**config.mk**
```make
export PLATFORM = sky130hd
export DESIGN_NAME = id_stage
export DESIGN_NICKNAME = d
export VERILOG_FILES = /design/src/isa_pkg.sv /design/src/regfile_pkg.sv /design/src/opcode_classifier.sv /design/src/operand_extractor.sv /design/src/id_stage_reg.sv /design/src/id_stage.sv
export SDC_FILE = /design/constraint.sdc
export NUM_CORES = 1
export LEC_CHECK = 0
export CAP_MARGIN = 20
export CORE_AREA = 2 2 70 138
export DETAILED_ROUTE_END_ITERATION = 8
export DIE_AREA = 0 0 72 140
export DONT_BUFFER_PORTS = 1
export GPL_TIMING_DRIVEN = 0
export PLACE_DENSITY_LB_ADDON = 0.2
export SLEW_MARGIN = 40
export SYNTH_ARGS = -nofsm -noshare
export SYNTH_HDL_FRONTEND = slang
export SYNTH_SLANG_ARGS = --single-unit
```
**constraint.sdc**
```tcl
create_clock -name iw_clk -period 3.7 [get_ports iw_clk]
set_clock_uncertainty 0.2 [all_clocks]
set_input_delay 0.555 -clock iw_clk [delete_from_list [all_inputs] [get_ports iw_clk]]
set_output_delay 0.555 -clock iw_clk [all_outputs]
set_load 0.01 [all_outputs]
```
**src/isa_pkg.sv**
```systemverilog
`default_nettype none

package isa_pkg;

    localparam int instr_w   = 24;
    localparam int opc_w     = 8;
    localparam int opclass_w = 4;

    // Opcode sits above the 16-bit operand field
    localparam int opc_lsb = 16;
    localparam int field_w = 16;

    // Immediates are right-aligned in the operand field
    localparam int imm10_w = 10;
    localparam int imm12_w = 12;
    localparam int imm14_w = 14;
    localparam int imm16_w = 16;

    // Register index positions inside the operand field
    localparam int tgt_gp_lsb = 12;
    localparam int src_gp_lsb = 8;
    localparam int tgt_sr_lsb = 14;
    localparam int src_sr_lsb = 12;

    typedef enum logic [opclass_w-1:0] {
        cls_ur_alu = 4'h0,
        cls_ui_alu = 4'h1,
        cls_sr_alu = 4'h2,
        cls_si_alu = 4'h3,
        cls_ldst   = 4'h4,
        cls_ctrl   = 4'h7,
        cls_cmov   = 4'h8,
        cls_sr_uop = 4'hF
    } opclass_e;

    // Upper nibble is the class, lower nibble the sub-opcode
    typedef enum logic [opc_w-1:0] {
        mov_ur    = 8'h00, add_ur    = 8'h01, sub_ur    = 8'h02, and_ur    = 8'h03,
        or_ur     = 8'h04, xor_ur    = 8'h05, cmp_ur    = 8'h06, not_ur    = 8'h07,
        mov_ui    = 8'h10, add_ui    = 8'h11, sub_ui    = 8'h12, cmp_ui    = 8'h13,
        add_sr    = 8'h20, sub_sr    = 8'h21, neg_sr    = 8'h22, cmp_sr    = 8'h23,
        mov_si    = 8'h30, add_si    = 8'h31, cmp_si    = 8'h32,
        ld_ur     = 8'h40, st_ur     = 8'h41,
        jcc_ur    = 8'h70, jcc_ui    = 8'h71, bcc_sr    = 8'h72, bcc_so    = 8'h73,
        bal_so    = 8'h74,
        mcc_ur    = 8'h80, mcc_si    = 8'h81,
        sr_mov_ur = 8'hF0, sr_add_si = 8'hF1, sr_sub_si = 8'hF2, sr_st_so  = 8'hF3,
        sr_ld_so  = 8'hF4, sr_jcc_so = 8'hF5
    } opcode_e;

endpackage

`default_nettype wire

```
**src/regfile_pkg.sv**
```systemverilog
`default_nettype none

package regfile_pkg;

    // Sixteen GP registers, four SRs
    localparam int gp_w = 4;
    localparam int sr_w = 2;
    localparam int cc_w = 4;

    typedef logic [gp_w-1:0] gp_idx_t;
    typedef logic [sr_w-1:0] sr_idx_t;
    typedef logic [cc_w-1:0] cc_t;

    // SR2 carries the condition flags
    localparam sr_idx_t sr_flags_idx = sr_idx_t'(2);

endpackage

`default_nettype wire

```
**src/opcode_classifier.sv**
```systemverilog
`timescale 1ns/1ps
`default_nettype none

module opcode_classifier (
    input  isa_pkg::opcode_e opc,
    output logic             sgn_en,
    output logic             imm_en,
    output logic             uses_flags,
    output logic             has_tgt_gp,
    output logic             tgt_gp_we,
    output logic             has_src_gp,
    output logic             has_tgt_sr,
    output logic             tgt_sr_we,
    output logic             has_src_sr
);
    import isa_pkg::*;

    opclass_e opclass;
    // Target field read but not written (cmp, stores)
    logic     tgt_gp_ro;
    logic     tgt_sr_ro;
    logic     sr_src_own;

    assign opclass = opclass_e'(opc[opc_w-1 -: opclass_w]);

    always_comb begin
        sgn_en     = 1'b0;
        imm_en     = 1'b0;
        uses_flags = 1'b0;
        tgt_gp_we  = 1'b0;
        tgt_gp_ro  = 1'b0;
        has_src_gp = 1'b0;
        tgt_sr_we  = 1'b0;
        tgt_sr_ro  = 1'b0;
        sr_src_own = 1'b0;
        case (opclass)
            cls_ur_alu, cls_sr_alu: begin
                sgn_en = (opclass == cls_sr_alu);
                case (opc)
                    mov_ur, add_ur, sub_ur, and_ur, or_ur, xor_ur, add_sr, sub_sr: begin
                        tgt_gp_we  = 1'b1;
                        has_src_gp = 1'b1;
                    end
                    cmp_ur, cmp_sr: begin
                        tgt_gp_ro  = 1'b1;
                        has_src_gp = 1'b1;
                    end
                    not_ur, neg_sr: tgt_gp_we = 1'b1;
                    // Hole in the class table
                    default: sgn_en = 1'b0;
                endcase
            end
            cls_ui_alu, cls_si_alu: begin
                case (opc)
                    mov_ui, add_ui, sub_ui, mov_si, add_si: begin
                        imm_en    = 1'b1;
                        tgt_gp_we = 1'b1;
                    end
                    cmp_ui, cmp_si: begin
                        imm_en    = 1'b1;
                        tgt_gp_ro = 1'b1;
                    end
                    default: ;
                endcase
                sgn_en = imm_en && (opclass == cls_si_alu);
            end
            cls_ldst: begin
                case (opc)
                    ld_ur: tgt_gp_we = 1'b1;
                    st_ur: tgt_gp_ro = 1'b1;
                    default: ;
                endcase
                has_src_gp = tgt_gp_we || tgt_gp_ro;
            end
            cls_ctrl: begin
                case (opc)
                    jcc_ur: uses_flags = 1'b1;
                    jcc_ui: begin
                        uses_flags = 1'b1;
                        imm_en     = 1'b1;
                    end
                    bcc_sr: begin
                        uses_flags = 1'b1;
                        sgn_en     = 1'b1;
                        has_src_gp = 1'b1;
                    end
                    bcc_so, bal_so: begin
                        uses_flags = 1'b1;
                        sgn_en     = 1'b1;
                        imm_en     = 1'b1;
                    end
                    default: ;
                endcase
            end
            cls_cmov: begin
                case (opc)
                    mcc_ur: has_src_gp = 1'b1;
                    default: ;
                endcase
                uses_flags = (opc == mcc_ur) || (opc == mcc_si);
                tgt_gp_we  = uses_flags;
            end
            cls_sr_uop: begin
                case (opc)
                    sr_mov_ur: begin
                        tgt_sr_we  = 1'b1;
                        sr_src_own = 1'b1;
                    end
                    sr_add_si, sr_sub_si: tgt_sr_we = 1'b1;
                    sr_st_so: begin
                        tgt_sr_ro  = 1'b1;
                        sr_src_own = 1'b1;
                    end
                    sr_ld_so: begin
                        tgt_sr_we  = 1'b1;
                        sr_src_own = 1'b1;
                    end
                    sr_jcc_so: begin
                        uses_flags = 1'b1;
                        sr_src_own = 1'b1;
                    end
                    default: ;
                endcase
                // Every defined SR micro-op but the move carries a signed offset
                imm_en = (tgt_sr_we || tgt_sr_ro || uses_flags) && (opc != sr_mov_ur);
                sgn_en = imm_en;
            end
            default: ;
        endcase
    end

    assign has_tgt_gp = tgt_gp_we || tgt_gp_ro;
    assign has_tgt_sr = tgt_sr_we || tgt_sr_ro;
    assign has_src_sr = sr_src_own || uses_flags;

endmodule

`default_nettype wire

```
**src/operand_extractor.sv**
```systemverilog
`timescale 1ns/1ps
`default_nettype none

module operand_extractor (
    input  isa_pkg::opcode_e                  opc,
    input  logic [isa_pkg::field_w-1:0]       field,
    input  logic                              has_tgt_gp,
    input  logic                              has_src_gp,
    input  logic                              has_tgt_sr,
    input  logic                              has_src_sr,
    input  logic                              uses_flags,
    output logic [isa_pkg::imm10_w-1:0]       imm10,
    output logic [isa_pkg::imm12_w-1:0]       imm12,
    output logic [isa_pkg::imm14_w-1:0]       imm14,
    output logic [isa_pkg::imm16_w-1:0]       imm16,
    output regfile_pkg::cc_t                  cc,
    output regfile_pkg::gp_idx_t              tgt_gp,
    output regfile_pkg::gp_idx_t              src_gp,
    output regfile_pkg::sr_idx_t              tgt_sr,
    output regfile_pkg::sr_idx_t              src_sr
);
    import isa_pkg::*;
    import regfile_pkg::*;

    // At most one immediate is live per opcode
    always_comb begin
        imm10 = '0;
        imm12 = '0;
        imm14 = '0;
        imm16 = '0;
        case (opc)
            mov_ui, add_ui, sub_ui, cmp_ui,
            mov_si, add_si, cmp_si,
            jcc_ui, bcc_so,
            sr_st_so, sr_ld_so: begin
                imm12 = field[imm12_w-1:0];
            end
            sr_add_si, sr_sub_si: begin
                imm14 = field[imm14_w-1:0];
            end
            sr_jcc_so: begin
                imm10 = field[imm10_w-1:0];
            end
            bal_so: begin
                imm16 = field[imm16_w-1:0];
            end
            default: ;
        endcase
    end

    // Condition code position depends on the encoding
    always_comb begin
        case (opc)
            jcc_ur, sr_jcc_so: begin
                cc = field[13:10];
            end
            jcc_ui, bcc_so: begin
                cc = field[15:12];
            end
            bcc_sr, mcc_si: begin
                cc = field[11:8];
            end
            mcc_ur: begin
                cc = field[7:4];
            end
            default: begin
                cc = '0;
            end
        endcase
    end

    assign tgt_gp = has_tgt_gp ? field[tgt_gp_lsb +: gp_w] : '0;
    assign src_gp = has_src_gp ? field[src_gp_lsb +: gp_w] : '0;
    assign tgt_sr = has_tgt_sr ? field[tgt_sr_lsb +: sr_w] : '0;

    // Flag consumers read the flags SR implicitly
    always_comb begin
        if (!has_src_sr) begin
            src_sr = '0;
        end else if (uses_flags) begin
            src_sr = sr_flags_idx;
        end else begin
            src_sr = field[src_sr_lsb +: sr_w];
        end
    end

endmodule

`default_nettype wire

```
**src/id_stage_reg.sv**
```systemverilog
`timescale 1ns/1ps
`default_nettype none

module id_stage_reg #(
    parameter int ADDR_W = 16
) (
    input  logic                          iw_clk,
    input  logic                          iw_rst,
    input  logic                          flush,
    input  logic                          stall,
    input  logic [ADDR_W-1:0]             d_pc,
    input  isa_pkg::opcode_e              d_opc,
    input  logic                          d_sgn_en,
    input  logic                          d_imm_en,
    input  logic [isa_pkg::imm10_w-1:0]   d_imm10,
    input  logic [isa_pkg::imm12_w-1:0]   d_imm12,
    input  logic [isa_pkg::imm14_w-1:0]   d_imm14,
    input  logic [isa_pkg::imm16_w-1:0]   d_imm16,
    input  regfile_pkg::cc_t              d_cc,
    input  logic                          d_has_src_gp,
    input  regfile_pkg::gp_idx_t          d_src_gp,
    input  regfile_pkg::gp_idx_t          d_tgt_gp,
    input  logic                          d_tgt_gp_we,
    input  logic                          d_has_src_sr,
    input  regfile_pkg::sr_idx_t          d_src_sr,
    input  regfile_pkg::sr_idx_t          d_tgt_sr,
    input  logic                          d_tgt_sr_we,
    output logic [ADDR_W-1:0]             pc,
    output isa_pkg::opcode_e              opc,
    output logic                          sgn_en,
    output logic                          imm_en,
    output logic [isa_pkg::imm10_w-1:0]   imm10,
    output logic [isa_pkg::imm12_w-1:0]   imm12,
    output logic [isa_pkg::imm14_w-1:0]   imm14,
    output logic [isa_pkg::imm16_w-1:0]   imm16,
    output regfile_pkg::cc_t              cc,
    output logic                          has_src_gp,
    output regfile_pkg::gp_idx_t          src_gp,
    output regfile_pkg::gp_idx_t          tgt_gp,
    output logic                          tgt_gp_we,
    output logic                          has_src_sr,
    output regfile_pkg::sr_idx_t          src_sr,
    output regfile_pkg::sr_idx_t          tgt_sr,
    output logic                          tgt_sr_we
);
    import isa_pkg::*;

    localparam opcode_e opc_clear = opcode_e'(opc_w'(0));

    always_ff @(posedge iw_clk or posedge iw_rst) begin
        if (iw_rst) begin
            pc         <= '0;
            opc        <= opc_clear;
            sgn_en     <= 1'b0;
            imm_en     <= 1'b0;
            imm10      <= '0;
            imm12      <= '0;
            imm14      <= '0;
            imm16      <= '0;
            cc         <= '0;
            has_src_gp <= 1'b0;
            src_gp     <= '0;
            tgt_gp     <= '0;
            tgt_gp_we  <= 1'b0;
            has_src_sr <= 1'b0;
            src_sr     <= '0;
            tgt_sr     <= '0;
            tgt_sr_we  <= 1'b0;
        end else if (flush || !stall) begin
            // Flush loads a bubble, even under stall
            pc         <= flush ? '0 : d_pc;
            opc        <= flush ? opc_clear : d_opc;
            sgn_en     <= !flush && d_sgn_en;
            imm_en     <= !flush && d_imm_en;
            imm10      <= flush ? '0 : d_imm10;
            imm12      <= flush ? '0 : d_imm12;
            imm14      <= flush ? '0 : d_imm14;
            imm16      <= flush ? '0 : d_imm16;
            cc         <= flush ? '0 : d_cc;
            has_src_gp <= !flush && d_has_src_gp;
            src_gp     <= flush ? '0 : d_src_gp;
            tgt_gp     <= flush ? '0 : d_tgt_gp;
            tgt_gp_we  <= !flush && d_tgt_gp_we;
            has_src_sr <= !flush && d_has_src_sr;
            src_sr     <= flush ? '0 : d_src_sr;
            tgt_sr     <= flush ? '0 : d_tgt_sr;
            tgt_sr_we  <= !flush && d_tgt_sr_we;
        end
    end

endmodule

`default_nettype wire

```
**src/id_stage.sv**
```systemverilog
`timescale 1ns/1ps
`default_nettype none

module id_stage #(
    parameter int ADDR_W = 16
) (
    input  logic                          iw_clk,
    input  logic                          iw_rst,
    input  logic                          flush,
    input  logic                          stall,
    input  logic [isa_pkg::instr_w-1:0]   instr,
    input  logic [ADDR_W-1:0]             pc,
    output logic [ADDR_W-1:0]             pc_out,
    output isa_pkg::opcode_e              opc,
    output logic                          sgn_en,
    output logic                          imm_en,
    output logic [isa_pkg::imm10_w-1:0]   imm10,
    output logic [isa_pkg::imm12_w-1:0]   imm12,
    output logic [isa_pkg::imm14_w-1:0]   imm14,
    output logic [isa_pkg::imm16_w-1:0]   imm16,
    output regfile_pkg::cc_t              cc,
    output logic                          has_src_gp,
    output regfile_pkg::gp_idx_t          src_gp,
    output regfile_pkg::gp_idx_t          tgt_gp,
    output logic                          tgt_gp_we,
    output logic                          has_src_sr,
    output regfile_pkg::sr_idx_t          src_sr,
    output regfile_pkg::sr_idx_t          tgt_sr,
    output logic                          tgt_sr_we
);
    import isa_pkg::*;
    import regfile_pkg::*;

    opcode_e              dec_opc;
    logic [field_w-1:0]   dec_field;
    logic                 dec_sgn_en;
    logic                 dec_imm_en;
    logic                 dec_uses_flags;
    logic                 dec_has_tgt_gp;
    logic                 dec_tgt_gp_we;
    logic                 dec_has_src_gp;
    logic                 dec_has_tgt_sr;
    logic                 dec_tgt_sr_we;
    logic                 dec_has_src_sr;
    logic [imm10_w-1:0]   dec_imm10;
    logic [imm12_w-1:0]   dec_imm12;
    logic [imm14_w-1:0]   dec_imm14;
    logic [imm16_w-1:0]   dec_imm16;
    cc_t                  dec_cc;
    gp_idx_t              dec_tgt_gp;
    gp_idx_t              dec_src_gp;
    sr_idx_t              dec_tgt_sr;
    sr_idx_t              dec_src_sr;

    // Opcode on top, operand field below
    assign dec_opc   = opcode_e'(instr[opc_lsb +: opc_w]);
    assign dec_field = instr[field_w-1:0];

    opcode_classifier classifier_inst (
        .opc        (dec_opc),
        .sgn_en     (dec_sgn_en),
        .imm_en     (dec_imm_en),
        .uses_flags (dec_uses_flags),
        .has_tgt_gp (dec_has_tgt_gp),
        .tgt_gp_we  (dec_tgt_gp_we),
        .has_src_gp (dec_has_src_gp),
        .has_tgt_sr (dec_has_tgt_sr),
        .tgt_sr_we  (dec_tgt_sr_we),
        .has_src_sr (dec_has_src_sr)
    );

    operand_extractor extractor_inst (
        .opc        (dec_opc),
        .field      (dec_field),
        .has_tgt_gp (dec_has_tgt_gp),
        .has_src_gp (dec_has_src_gp),
        .has_tgt_sr (dec_has_tgt_sr),
        .has_src_sr (dec_has_src_sr),
        .uses_flags (dec_uses_flags),
        .imm10      (dec_imm10),
        .imm12      (dec_imm12),
        .imm14      (dec_imm14),
        .imm16      (dec_imm16),
        .cc         (dec_cc),
        .tgt_gp     (dec_tgt_gp),
        .src_gp     (dec_src_gp),
        .tgt_sr     (dec_tgt_sr),
        .src_sr     (dec_src_sr)
    );

    id_stage_reg #(
        .ADDR_W (ADDR_W)
    ) stage_reg_inst (
        .iw_clk       (iw_clk),
        .iw_rst       (iw_rst),
        .flush        (flush),
        .stall        (stall),
        .d_pc         (pc),
        .d_opc        (dec_opc),
        .d_sgn_en     (dec_sgn_en),
        .d_imm_en     (dec_imm_en),
        .d_imm10      (dec_imm10),
        .d_imm12      (dec_imm12),
        .d_imm14      (dec_imm14),
        .d_imm16      (dec_imm16),
        .d_cc         (dec_cc),
        .d_has_src_gp (dec_has_src_gp),
        .d_src_gp     (dec_src_gp),
        .d_tgt_gp     (dec_tgt_gp),
        .d_tgt_gp_we  (dec_tgt_gp_we),
        .d_has_src_sr (dec_has_src_sr),
        .d_src_sr     (dec_src_sr),
        .d_tgt_sr     (dec_tgt_sr),
        .d_tgt_sr_we  (dec_tgt_sr_we),
        .pc           (pc_out),
        .opc          (opc),
        .sgn_en       (sgn_en),
        .imm_en       (imm_en),
        .imm10        (imm10),
        .imm12        (imm12),
        .imm14        (imm14),
        .imm16        (imm16),
        .cc           (cc),
        .has_src_gp   (has_src_gp),
        .src_gp       (src_gp),
        .tgt_gp       (tgt_gp),
        .tgt_gp_we    (tgt_gp_we),
        .has_src_sr   (has_src_sr),
        .src_sr       (src_sr),
        .tgt_sr       (tgt_sr),
        .tgt_sr_we    (tgt_sr_we)
    );

endmodule

`default_nettype wire

```
==> Word level (Yosys, flattened, before mapping) <==
Cells that the tools add are included.
Widths: inputs -> output; s select.
{ "word_totals": {"ramBits": 0, "wordCells": 151, "latchBits": 0, "out_inout_bits": 98, "in_bits": 44, "romBits": 0, "mem_count": 0, "reg_bits": 98} }
{ "op_classes": {"n_reduce_logical": 39, "eq_ne": 41, "bitwise": 0, "div_mod_pow": 0, "add_sub_neg": 0, "shifts": 0, "magnitude_cmp": 0, "n_mul": 0, "muxes": 54} }
{ "op_table": {"columns": ["op", "n"], "rows": [
  ["$eq 8x8->1 const B", 8],
  ["$eq 8x6->1 const B", 7],
  ["$eq 8x7->1 const B", 7],
  ["$mux 16", 3],
  ["$eq 8x3->1 const B", 4],
  ["$eq 8x5->1 const B", 4],
  ["$mux 14", 2],
  ["$mux 1", 27],
  ["$mux 12", 2],
  ["$mux 10", 2],
  ["$mux 4", 5],
  ["$reduce_or 10->1", 2],
  ["$eq 8x2->1 const B", 2],
  ["$pmux 4 s4", 1],
  ["$reduce_or 2->1", 8],
  ["$pmux 1 s4", 3],
  ["$reduce_or 12->1", 1],
  ["$reduce_or 11->1", 1],
  ["$mux 2", 5],
  ["$reduce_or 5->1", 2],
  ["$pmux 1 s3", 3],
  ["$eq 4x2->1 const B", 2],
  ["$eq 4x3->1 const B", 2],
  ["$eq 4x4->1 const B", 2],
  ["12 further kinds", 29]
]} }

==> Longest topological paths before layout <==
Gate-level depths: netlist of run 1.
{ "logic_depth": {"ltp_word": 9, "depth_mapped": 8} }

==> Modules after synthesis <==
A second synthesis of run 1 with hierarchy kept.
{ "hier_totals": {"cells_unflattened": 491, "hier_area_um2": 5129.9} }
{ "by_module_without_submodules": {"columns": ["mod", "n_inst", "cells_per_inst", "seq_area_each_um2", "area_per_inst_um2"], "rows": [
  ["id_stage_reg", 1, 317, 2452.4, 3952.5],
  ["operand_extractor", 1, 108, 0.0, 772.0],
  ["opcode_classifier", 1, 66, 0.0, 405.4]
]} }

==> Least setup slack after synthesis of run 1 <==
Ideal clock, no wire load.
{ "synth_path": {"path_kind": "input-to-reg", "startpoint": "input port instr[19] (netlist bit)", "endpoint": "register stage_reg_inst.tgt_gp[0]", "cell_stages": 6, "slack_ns": 1.586, "t_required_ns": 3.432, "path_buffers": 1, "arrival_time_ns": 1.847, "cell_sequence": "or2_1 buf_2 or4_4 a21oi_2 or3_4 a32o_1"} }
{ "synth_via": {"elab_chain_len": 7, "elab_cells_between_ends": 41, "cone_classes": "22 x eq/ne; 12 x mux; 7 x reduce/logical"} }
{ "synth_lines": {"columns": ["item", "line_no", "source"], "rows": [
  ["start: declaration", "id_stage.sv:11", "input logic [isa_pkg::instr_w-1:0] instr,"],
  ["$eq 8x3->1, or another cell as far along", "opcode_classifier.sv:39", "case (opc)"],
  ["$reduce_or 10->1 (no source line), or another cell as far along", null, null],
  ["$mux 1, on equally long branches", "opcode_classifier.sv:39, opcode_classifier.sv:36, opcode_classifier.sv:54", null],
  ["$pmux 1 s4 / $pmux 1 s3 (equally long branches)", "opcode_classifier.sv:36", "case (opclass)"],
  ["$logic_or 1x1->1 *", "opcode_classifier.sv:132", "assign has_tgt_gp = tgt_gp_we || tgt_gp_ro;"],
  ["$mux 4 *", "operand_extractor.sv:72", "assign tgt_gp = has_tgt_gp ? field[tgt_gp_lsb +: gp_w] : '0;"],
  ["$mux 4 *", "id_stage_reg.sv:82", "tgt_gp <= flush ? '0 : d_tgt_gp;"],
  ["end signal: assignment", "id_stage_reg.sv:82", null],
  ["end: declaration", "id_stage_reg.sv:39", "output regfile_pkg::gp_idx_t tgt_gp,"]
]} }
Every way passes the cells marked *; elsewhere a longest branch is shown, timed or not. The select of a mux whose other input is x is not followed.
A chain may end at the register's enable or synchronous reset.

==> Worst setup path after layout of run 1 <==
{ "layout_path": {"startpoint": "input port instr[17] (netlist bit)", "endpoint": "register stage_reg_inst.imm14[10] (netlist bit)"} }
{ "layout_via": {"elab_chain_len": 4, "elab_cells_between_ends": 5, "cone_classes": "2 x eq/ne; 2 x mux; 1 x reduce/logical"} }
{ "layout_lines": {"columns": ["item", "line_no", "source"], "rows": [
  ["$eq 8x8->1", "operand_extractor.sv:31", "case (opc)"],
  ["$reduce_or 2->1 *", null, null],
  ["$mux 14 *", "operand_extractor.sv:31", null],
  ["$mux 14 *", "id_stage_reg.sv:77", "imm14 <= flush ? '0 : d_imm14;"],
  ["end signal: assignment", "id_stage_reg.sv:77", null],
  ["end: declaration", "id_stage_reg.sv:34", "output logic [isa_pkg::imm14_w-1:0] imm14,"]
]} }
Every way passes the cells marked *; elsewhere a longest branch is shown, timed or not.

==> run summary, run 1 <==
The run finished with clean final reports. I/O pin count: 142. From synthesis to final layout, the design area changed by 9.78%. The path with the worst hold slack has its endpoint at stage_reg_inst.imm10[5]$_DFFE_PP0P_. Setup repair after global routing left no endpoint under its margin.

The layout has 831 filler cells. The later pin in the worst-skew pair is clocked with a latency of 0.33 ns. In this run the worst path has a maximum fanout of 10.

After detailed routing, the met3 layer carries 945 um of wire. The cell area that synthesis handed to floorplanning was 4390 sq um. The first detailed-routing pass took 6 iterations. The part of the Yosys area used for sequential elements is 55.9%, and the total overflow reported by the global router is 0. Summing over every cut layer, the via total after detailed routing is 3357. The detail route stage leaves a number of antenna-violating nets equal to 0. In this run, synthesis produced a sequential element count of 98. In the routed layout, each cell is associated on average with a via count of 6.49. The final layout contains routed wiring with a total length of 12.4 mm. After clock tree synthesis, the clock-pin slew on the worst setup and hold paths is 0.06 ns. For the via count of the first global-routing pass, the log shows 3447. Entering global routing, the biggest net connects 70 pins. For the count of cell types in the netlist, the log shows 50. Data arrives at the worst endpoint at 2.20 ns. In the layout the commonest cells are dfrtp_1 (98), nor2_1 (67), a22oi_1 (37). During synthesis, Yosys emitted a total of 0 warnings. The H-tree was split into 3 levels. Power spread over the standard cell area amounts to 436 nW/um^2. The cell at the root of the clock tree was clkbuf_16.

The logs give 9.63 mm for the final HPWL from detailed placement and 49 for the floorplan row count. The mean routed wirelength per cell is 24.0 um, and the amount of wire on met2 after detailed routing is 6.82 mm. The delay of the slowest cell on the worst path is 0.41 ns. The worst register-to-register path begins at stage_reg_inst.sgn_en$_DFFE_PP0P_. The highest metal layer carrying signal wires in the routed design is met4. The peak clock frequency supported by timing was 471 MHz; the worst-case reg-to-reg path depth was 2. In the final layout, the multi-input gates occupy 1760 sq um. The floorplan step defined a die boundary enclosing 10100 sq um. Across the VDD grid, the largest voltage drop is 0.255 mV.

The minimum period implied by the final worst setup slack came out at 2.12 ns. The die height works out to 140 um. Of the cells placed in the final design, the portion with a size suffix greater than 1 is 11.1%.

Cells fill 53.4% of the core in the end. Headroom to the max-slew limit came out at 50.0%. Of the available clock period, the critical path in the final layout requires 57.4%. The class of the tightest hold or removal check is in2reg.

The count of final hold-check violations was 0. Traced cell by cell, the critical path runs through buf_2 -> nor2b_1 -> nor2b_1 -> nor4_1 -> buf_2 -> a22oi_1 -> nor2_1. For this design, the sink count on the clock tree is 98. Synthesis produced 399 cells. The count of flip-flops with a built-in enable after synthesis is 0. The cell type of the slowest stage on the worst timing path was nor4_1.

The region available for standard cell placement spans 9010 sq um. The tools report the launching element type of the critical path as an input pin. The most instantiated flip-flop cell in the synthesis netlist was dfrtp_1. The worst endpoint required time is 3.77 ns, and the count of port buffers added during placement is 0. The worst hold path startpoint was instr[5]. The number of diodes was 0. For this run, design rule violations remaining after detail routing come to 0. The worst hold path stage count was 1; the number of nets in the layout was 456.

Most common library cell in the layout ignoring fill and taps: dfrtp_1. The tools report the initial antenna violation count as 0. TritonCTS built the clock tree. Setup violations remaining at the end of the flow were counted as 0.

The die width works out to 72 um. Kind of capture point of the worst setup path: a flip-flop. Counting every net in the synthesized netlist gives 443. Power comes to 2.10 mW. The tools report the sequential cell area as 2450 sq um. The DRC marker count from the first detailed-route iteration is 305. Once the floorplan was initialized, standard cells occupied 48.7% of the core. TritonCTS created 9 clock buffers. For this run, asynchronously set or reset flops after synthesis account for 100%. The logs give 2 for the clock tree buffer depth and 0.890 for the global placer's final weighted congestion. The tools report the terminus of the critical flop-to-flop path as stage_reg_inst.sgn_en$_DFFE_PP0P_. For the standby leakage power, the log shows 2.18 nW. The slew at the pin closest to its max-slew limit is 0.750 ns. The count of final max-slew check failures was 0; the max-cap check violation count was 0. For the routed metal-1 wire length, the log shows 4.09 mm. The combined global-route utilization of all metal layers was 25.8%; the per-instance average area after synthesis was 11.0 sq um.

The first global-routing pass estimated 19.5 mm of wire. The type of the worst setup path was in2reg. The reg-to-reg setup timing slack came out at 2.48 ns.
## logic make-up after synthesis
logic type / Yosys count / share of synthesized area [%]
mux: 27 / 6.19
simple gates: 123 / 14.1
flops: 98 / 55.9
buf+inv: 42 / 4.02
compound gates: 109 / 19.8
## flip-flops by register name (all words and copies together), names as in the netlist, 2 cells and up
register and flops:
stage_reg_inst.src_gp 4, stage_reg_inst.imm12 12, stage_reg_inst.imm10 10, stage_reg_inst.pc 16
stage_reg_inst.src_sr 2, stage_reg_inst.tgt_sr 2, stage_reg_inst.imm14 14, stage_reg_inst.imm16 16
stage_reg_inst.opc 8, stage_reg_inst.tgt_gp 4, stage_reg_inst.cc 4
## layout make-up
class / instances / area share (%)
plain buffers: 35 / 3.12
clock buffers: 9 / 4.68
clock inverters: 5 / 0.649
inverters: 7 / 0.701
multi-input cells: 259 / 36.5
flip-flops and latches: 98 / 50.9
well taps: 102 / 2.65
repair buffers: 2 / 0.779
## synthesized netlist by cell type (2+ instances only)
library cell | n | area [sq um]
dfrtp_1 | 98 | 2450
nor2_1 | 67 | 251
a22oi_1 | 37 | 278
mux2i_1 | 26 | 260
a22o_1 | 22 | 193
clkbuf_1 | 19 | 71.3
a21oi_1 | 14 | 70.1
buf_2 | 12 | 60.1
a32o_1 | 9 | 90.1
inv_1 | 7 | 26.3
nor2b_1 | 7 | 43.8
nor3_1 | 7 | 35.0
nand2_1 | 6 | 22.5
a221oi_1 | 5 | 43.8
and3_1 | 5 | 31.3
nand2b_1 | 5 | 31.3
nand3_1 | 5 | 25.0
o21ai_0 | 4 | 20.0
a221oi_2 | 3 | 45.0
buf_1 | 3 | 11.3
nand4_1 | 3 | 18.8
nor4_1 | 3 | 18.8
a211oi_1 | 2 | 15.0
nor4b_2 | 2 | 30.0
o21a_1 | 2 | 15.0
or2_2 | 2 | 12.5
## power breakdown
part / switching [mW] / leakage [nW] / internal (mW) / total, mW
Combinational: 0.110 / 0.703 / 0.0493 / 0.160
Clock: 0.381 / 0.127 / 0.446 / 0.827
Sequential: 0.0245 / 1.35 / 1.09 / 1.12
## what timing repair did
| action | CTS | global route |
|---|---|---|
| hold buffers | 1 | 0 |
| setup buffers | 0 | 0 |
| gates resized for setup | 0 | 0 |
| endpoints found under the hold margin | 29 | 0 |
## worst max-delay path by stage
| stage | from | to | slack (ns) | depth (start not counted) |
|---|---|---|---|---|
| CTS | instr[17] | stage_reg_inst.imm14[10]$_DFFE_PP0P_ | 1.57 | 7 |
| detailed placement | instr[17] | stage_reg_inst.imm14[10]$_DFFE_PP0P_ | 1.21 | 7 |
| floorplan | iw_rst | stage_reg_inst.cc[0]$_DFFE_PP0P_ | 0.38 | 1 |
| global route | instr[17] | stage_reg_inst.imm14[5]$_DFFE_PP0P_ | 1.43 | 7 |
| global placement | iw_rst | stage_reg_inst.pc[0]$_DFFE_PP0P_ | -0.54 | 1 |
| finish | instr[17] | stage_reg_inst.imm14[10]$_DFFE_PP0P_ | 1.58 | 7 |
## layer usage
metal  up-vias  GRT usage, %
li1       1484             -
met1      1659          26.2
met2       183          46.2
met3        31          7.12
met4         0          14.0
met5         -             0
## metrics by stage
stage               TNS [ns]  hold slack (ns)  area (sq um)  std cells  setup slack [ns]
CTS                        0            0.137          4820        517              1.57
floorplan                  0            0.307          4390        399             0.383
finish                     0            0.143          4820        517              1.58
global route               0            0.135          4820        517              1.43
global placement      -51.68            0.349          4520        501            -0.536
detailed placement         0            0.171          4550        502              1.21
## critical path, delay by kind of cell
kind / cells / cell delay [ns]
simple gates: 4 / 1.01
buf+inv: 2 / 0.53
compound gates: 1 / 0.10
No activity file was read; power rests on OpenSTA's default activity.
==> inputs of run 2 (changes only) <==
Settings changed: ABC_AREA set to 1, CORE_AREA 2 2 70 138 to 2 2 69 137, DIE_AREA 0 0 72 140 to 0 0 71 139.
Clock period 3.7 ns to 2.1 ns, I/O delays scaled along.
==> run 2 against run 1 <==
  * Critical path depth up 2
  * Non-clock buffer count up 22
  * Cell count up 27%
  * Largest cell class unchanged
==> run summary, run 2 <==
The flow ran to the end, and the final reports show no timing, DRC or antenna violations. The die width was 71 um (was 72 um). The most common library cell in the layout ignoring fill and taps is nand2_1 (was dfrtp_1). Launching element type of the critical path: an input pin (unchanged). The total cell area at the placement stage is 4590 sq um (was 4550 sq um), and the switching share of total power is 24.3% (was 24.5%).

The cell at the root of the clock tree was clkbuf_16 (unchanged). The routed design could run at a clock period as short as 1.89 ns. The tools report the count of final max-slew check failures as 0 (unchanged).

The final critical-path share of the clock period is 90.0%, and the worst endpoint required time is 2.13 ns (was 3.77 ns). The routed via count divided by cell count works out to 5.63 (was 6.49). The tools report the floorplan row count as 49 (unchanged). Mean routed wirelength per cell: 20.2 um (was 24.0 um).

The tools report the kind of capture point of the worst setup path as a flip-flop (unchanged). The count of final hold-check violations is 0 (unchanged). The I/O pin count is 142 (unchanged), and the DRC marker count from the first detailed-route iteration is 292 (was 305).

The clock tree buffer depth is 2 (unchanged), and the core area is 8890 sq um (was 9010 sq um). The run gives 0 (unchanged) as the total DRC errors in the routed layout. Number of nets in the layout: 594 (was 456). Most frequent cells in the layout: nand2_1 (192), dfrtp_1 (98), o21ai_0 (54) (was dfrtp_1 (98), nor2_1 (67), a22oi_1 (37)). The tools report the pre-CTS setup slack as 0.167 ns (was 1.21 ns). The tools report the post-route standard cell area excluding fillers as 5250 sq um (was 4820 sq um). For the total clock sinks, the log shows 98 (unchanged). The top-area cell type share of the netlist area was 56.3% (was 55.9%).

The clock share of power was 42.6% (was 39.3%). The count of cell types in the netlist was 26 (was 50); the maximum vdd drop was 0.469 mV (was 0.255 mV). The worst-skew pair later-pin latency is 0.33 ns (about the same), and the layout overhead on the synthesized area is 20.6% (was 9.78%). The tools report the reported net switching power as 0.961 mW (was 0.516 mW). The number of nets in the synthesized netlist came out at 544 (was 443). TritonCTS built the clock tree. The run gives 0 (unchanged) as the total overflow reported by the global router. The wire length of the first global-routing pass was 20.7 mm (was 19.5 mm); the global placer's final weighted congestion was 0.943 (was 0.890).

The tools report the detailed-routing iteration count for the pre-antenna-repair pass as 5 (was 6). The most instantiated flip-flop cell in the synthesis netlist is dfrtp_1 (unchanged). Leading post-synthesis cells by cell area: dfrtp_1 (56%), nand2_1 (17%), o21ai_0 (6.2%) (was dfrtp_1 (56%), a22oi_1 (6.3%), mux2i_1 (5.9%)). The most area-hungry cell type in the Yosys netlist was dfrtp_1 (unchanged).

Top cells by count, synth: nand2_1 (192), dfrtp_1 (98), o21ai_0 (54), inv_1 (23), nor2_1 (22) (was dfrtp_1 (98), nor2_1 (67), a22oi_1 (37), mux2i_1 (26), a22o_1 (22)). The fraction of registers with async set/reset was 100% (unchanged). The tools report the terminus of the critical flop-to-flop path as stage_reg_inst.imm10[7]$_DFFE_PP0P_ (was stage_reg_inst.sgn_en$_DFFE_PP0P_). The area enclosed by the die boundary was 9870 sq um (was 10100 sq um). Startpoint of the most critical register-to-register path: stage_reg_inst.imm10[7]$_DFFE_PP0P_ (was stage_reg_inst.sgn_en$_DFFE_PP0P_).

The logs give 529 MHz for the peak clock frequency supported by timing and 3701 (was 3357) for the count of vias placed by the detailed router. The logs give 1.92 ns (was 2.20 ns) for the data arrival time of the worst path and 13.3 mm (was 12.4 mm) for the final wirelength. The maximum fanout count along the critical path is 10 (unchanged), and the total placed cells including tap cells is 606 (was 502). The run gives 63.7% (was 50.0%) as the relative max-transition margin. Combinational fraction of design power: 7.9% (was 7.6%). The tools report the least setup slack across all paths after layout as 0.210 ns (was 1.58 ns). The run gives 0 (unchanged) as the initial antenna violation count.

Class of the tightest hold or removal check: in2reg (unchanged). The mapped cell area is 4350 sq um (was 4390 sq um). Clock transition time at the flip-flop clock pins of the worst setup and hold paths: 0.07 ns (was 0.06 ns). The tools report the last element of the critical path as stage_reg_inst.imm12[8]$_DFFE_PP0P_ (was stage_reg_inst.imm14[10]$_DFFE_PP0P_). The post-route non-filler standard cell count was 657 (was 517). The count of state elements after synthesis was 98 (unchanged). The standby leakage power is 2.65 nW (was 2.18 nW), and the count of port buffers added during placement is 0 (unchanged). The die height was 139 um (was 140 um). The type of the worst setup path is in2reg (unchanged).

The ratio of cells with drive above 1 in the final layout is 13.2% (was 11.1%). The most numerous cell in the Yosys netlist is nand2_1 (was dfrtp_1). The largest net degree at the start of global routing was 26 (was 70).

The reg-to-reg setup timing slack is 1.10 ns (was 2.48 ns). The proportion of power drawn by flip-flops and latches was 49.4% (was 53.1%). The power per cell area is 755 nW/um^2 (was 436 nW/um^2). The via count of the first global-routing pass is 3783 (was 3447). The count of flip-flops with a built-in enable after synthesis came out at 0 (unchanged). The logs give 3.00 mW (was 1.59 mW) for the internal power contribution and 500 (was 399) for the cell count after synthesis. The run gives 0 (unchanged) as the number of failing setup endpoints in the final timing report. The utilization after layout was 59.1% (was 53.4%). Setup repair after global routing left no endpoint under its margin. The yosys synthesis warning count came out at 0 (unchanged). The run gives 0 (unchanged) as the max-cap check violation count. The tools report the launching instance or port of the critical path as instr[18] (was instr[17]).

Largest registers in the final layout: stage_reg_inst.imm16 x16, stage_reg_inst.pc x16, stage_reg_inst.imm14 x14 (unchanged). Worst-case reg-to-reg path depth: 2 (unchanged). The run gives 3 (unchanged) as the maximum level of the CTS H-tree. The slew at the pin closest to its max-slew limit came out at 0.544 ns (was 0.750 ns). Final HPWL from detailed placement: 9.81 mm (was 9.63 mm). The per-instance average area after synthesis works out to 8.71 sq um (was 11.0 sq um).

The setup TNS was 0 ns (unchanged). The initial standard-cell utilization of the core is 49.0% (was 48.7%), and the combined global-route utilization of all metal layers is 28.0% (was 25.8%). The number of nets with antenna violations after routing was 0 (unchanged); the part of the Yosys area used for sequential elements was 56.3% (was 55.9%). The tools report the number of diodes as 0 (unchanged). For the total clock buffers created by CTS, the log shows 9 (unchanged).
[run 2: cells by family (layout without fill, tap and decap cells)]
| logic type | count (synthesis) | after routing | share of synthesized area [%] |
|---|---|---|---|
| AOI/OAI and AO/OA | 74 | 74 | 9.88 |
| buffers and inverters | 52 | 107 | 5.23 |
| DFF | 98 | 98 | 56.3 |
| and+or+nand+nor | 276 | 276 | 28.6 |
[run 2: critical path: stages]
cell and delay, ns:
dlygate4sd3_1 0.54, inv_2 0.05, nand2_1 0.11, nor2_2 0.08, o21ai_0 0.33, nand3b_2 0.19
buf_6 0.20, nand3_2 0.07, nand2_2 0.05
[run 2: per-stage QoR]
step	total power [mW]	hold WS (ns)
after floorplan	2.15	0.239
after CTS	3.99	0.00200
after global placement	2.22	0.244
after detailed placement	2.25	0.0225
after global routing	4.10	0.0138
final	3.96	0.00910
[run 2: worst min-delay path by stage]
stage / start / endpoint / cells after the start / slack (ns)
CTS: instr[16] / stage_reg_inst.opc[0]$_DFFE_PP0P_ / 2 / 0.002
finish: instr[2] / stage_reg_inst.imm10[2]$_DFFE_PP0P_ / 2 / 0.009
detailed placement: iw_rst / stage_reg_inst.imm10[3]$_DFFE_PP0P_ / 1 / 0.02
global route: instr[16] / stage_reg_inst.opc[0]$_DFFE_PP0P_ / 2 / 0.01
floorplan: instr[0] / stage_reg_inst.imm12[0]$_DFFE_PP0P_ / 2 / 0.24
global placement: instr[1] / stage_reg_inst.imm12[1]$_DFFE_PP0P_ / 2 / 0.24
[run 2: power by group through the flow]
stage               sequential, mW  clock (mW)  combinational (mW)
global route                  1.96        1.79               0.345
CTS                           1.96        1.72               0.315
global placement              1.99           0               0.224
finish                        1.96        1.69               0.314
detailed placement            1.99           0               0.254
floorplan                     1.99           0               0.166
[run 2: layout make-up]
type / instances / area [sq um]
Sequential cell: 98 / 2450
Buffer: 20 / 101
Multi-Input combinational cell: 350 / 1680
Fill cell: 786 / 3640
Clock inverter: 5 / 61.3
Clock buffer: 11 / 243
Tap cell: 102 / 128
Timing Repair Buffer: 39 / 453
Inverter: 32 / 130
[run 2: timing repair]
item,4_1_cts,5_1_grt
buffers inserted,0,0
hold buffers,35,0
endpoints found under the setup margin,0,17
gates resized for setup,0,2
endpoints found under the hold margin,97,0
[run 2: layer usage]
layer  vias up  routed length (um)  track usage [%]
met5         -                   0                0
met4         0                 566             13.3
met3        30                 929             7.78
met2       167                7360             50.9
met1      1799                4410             28.7
li1       1705                   -                -
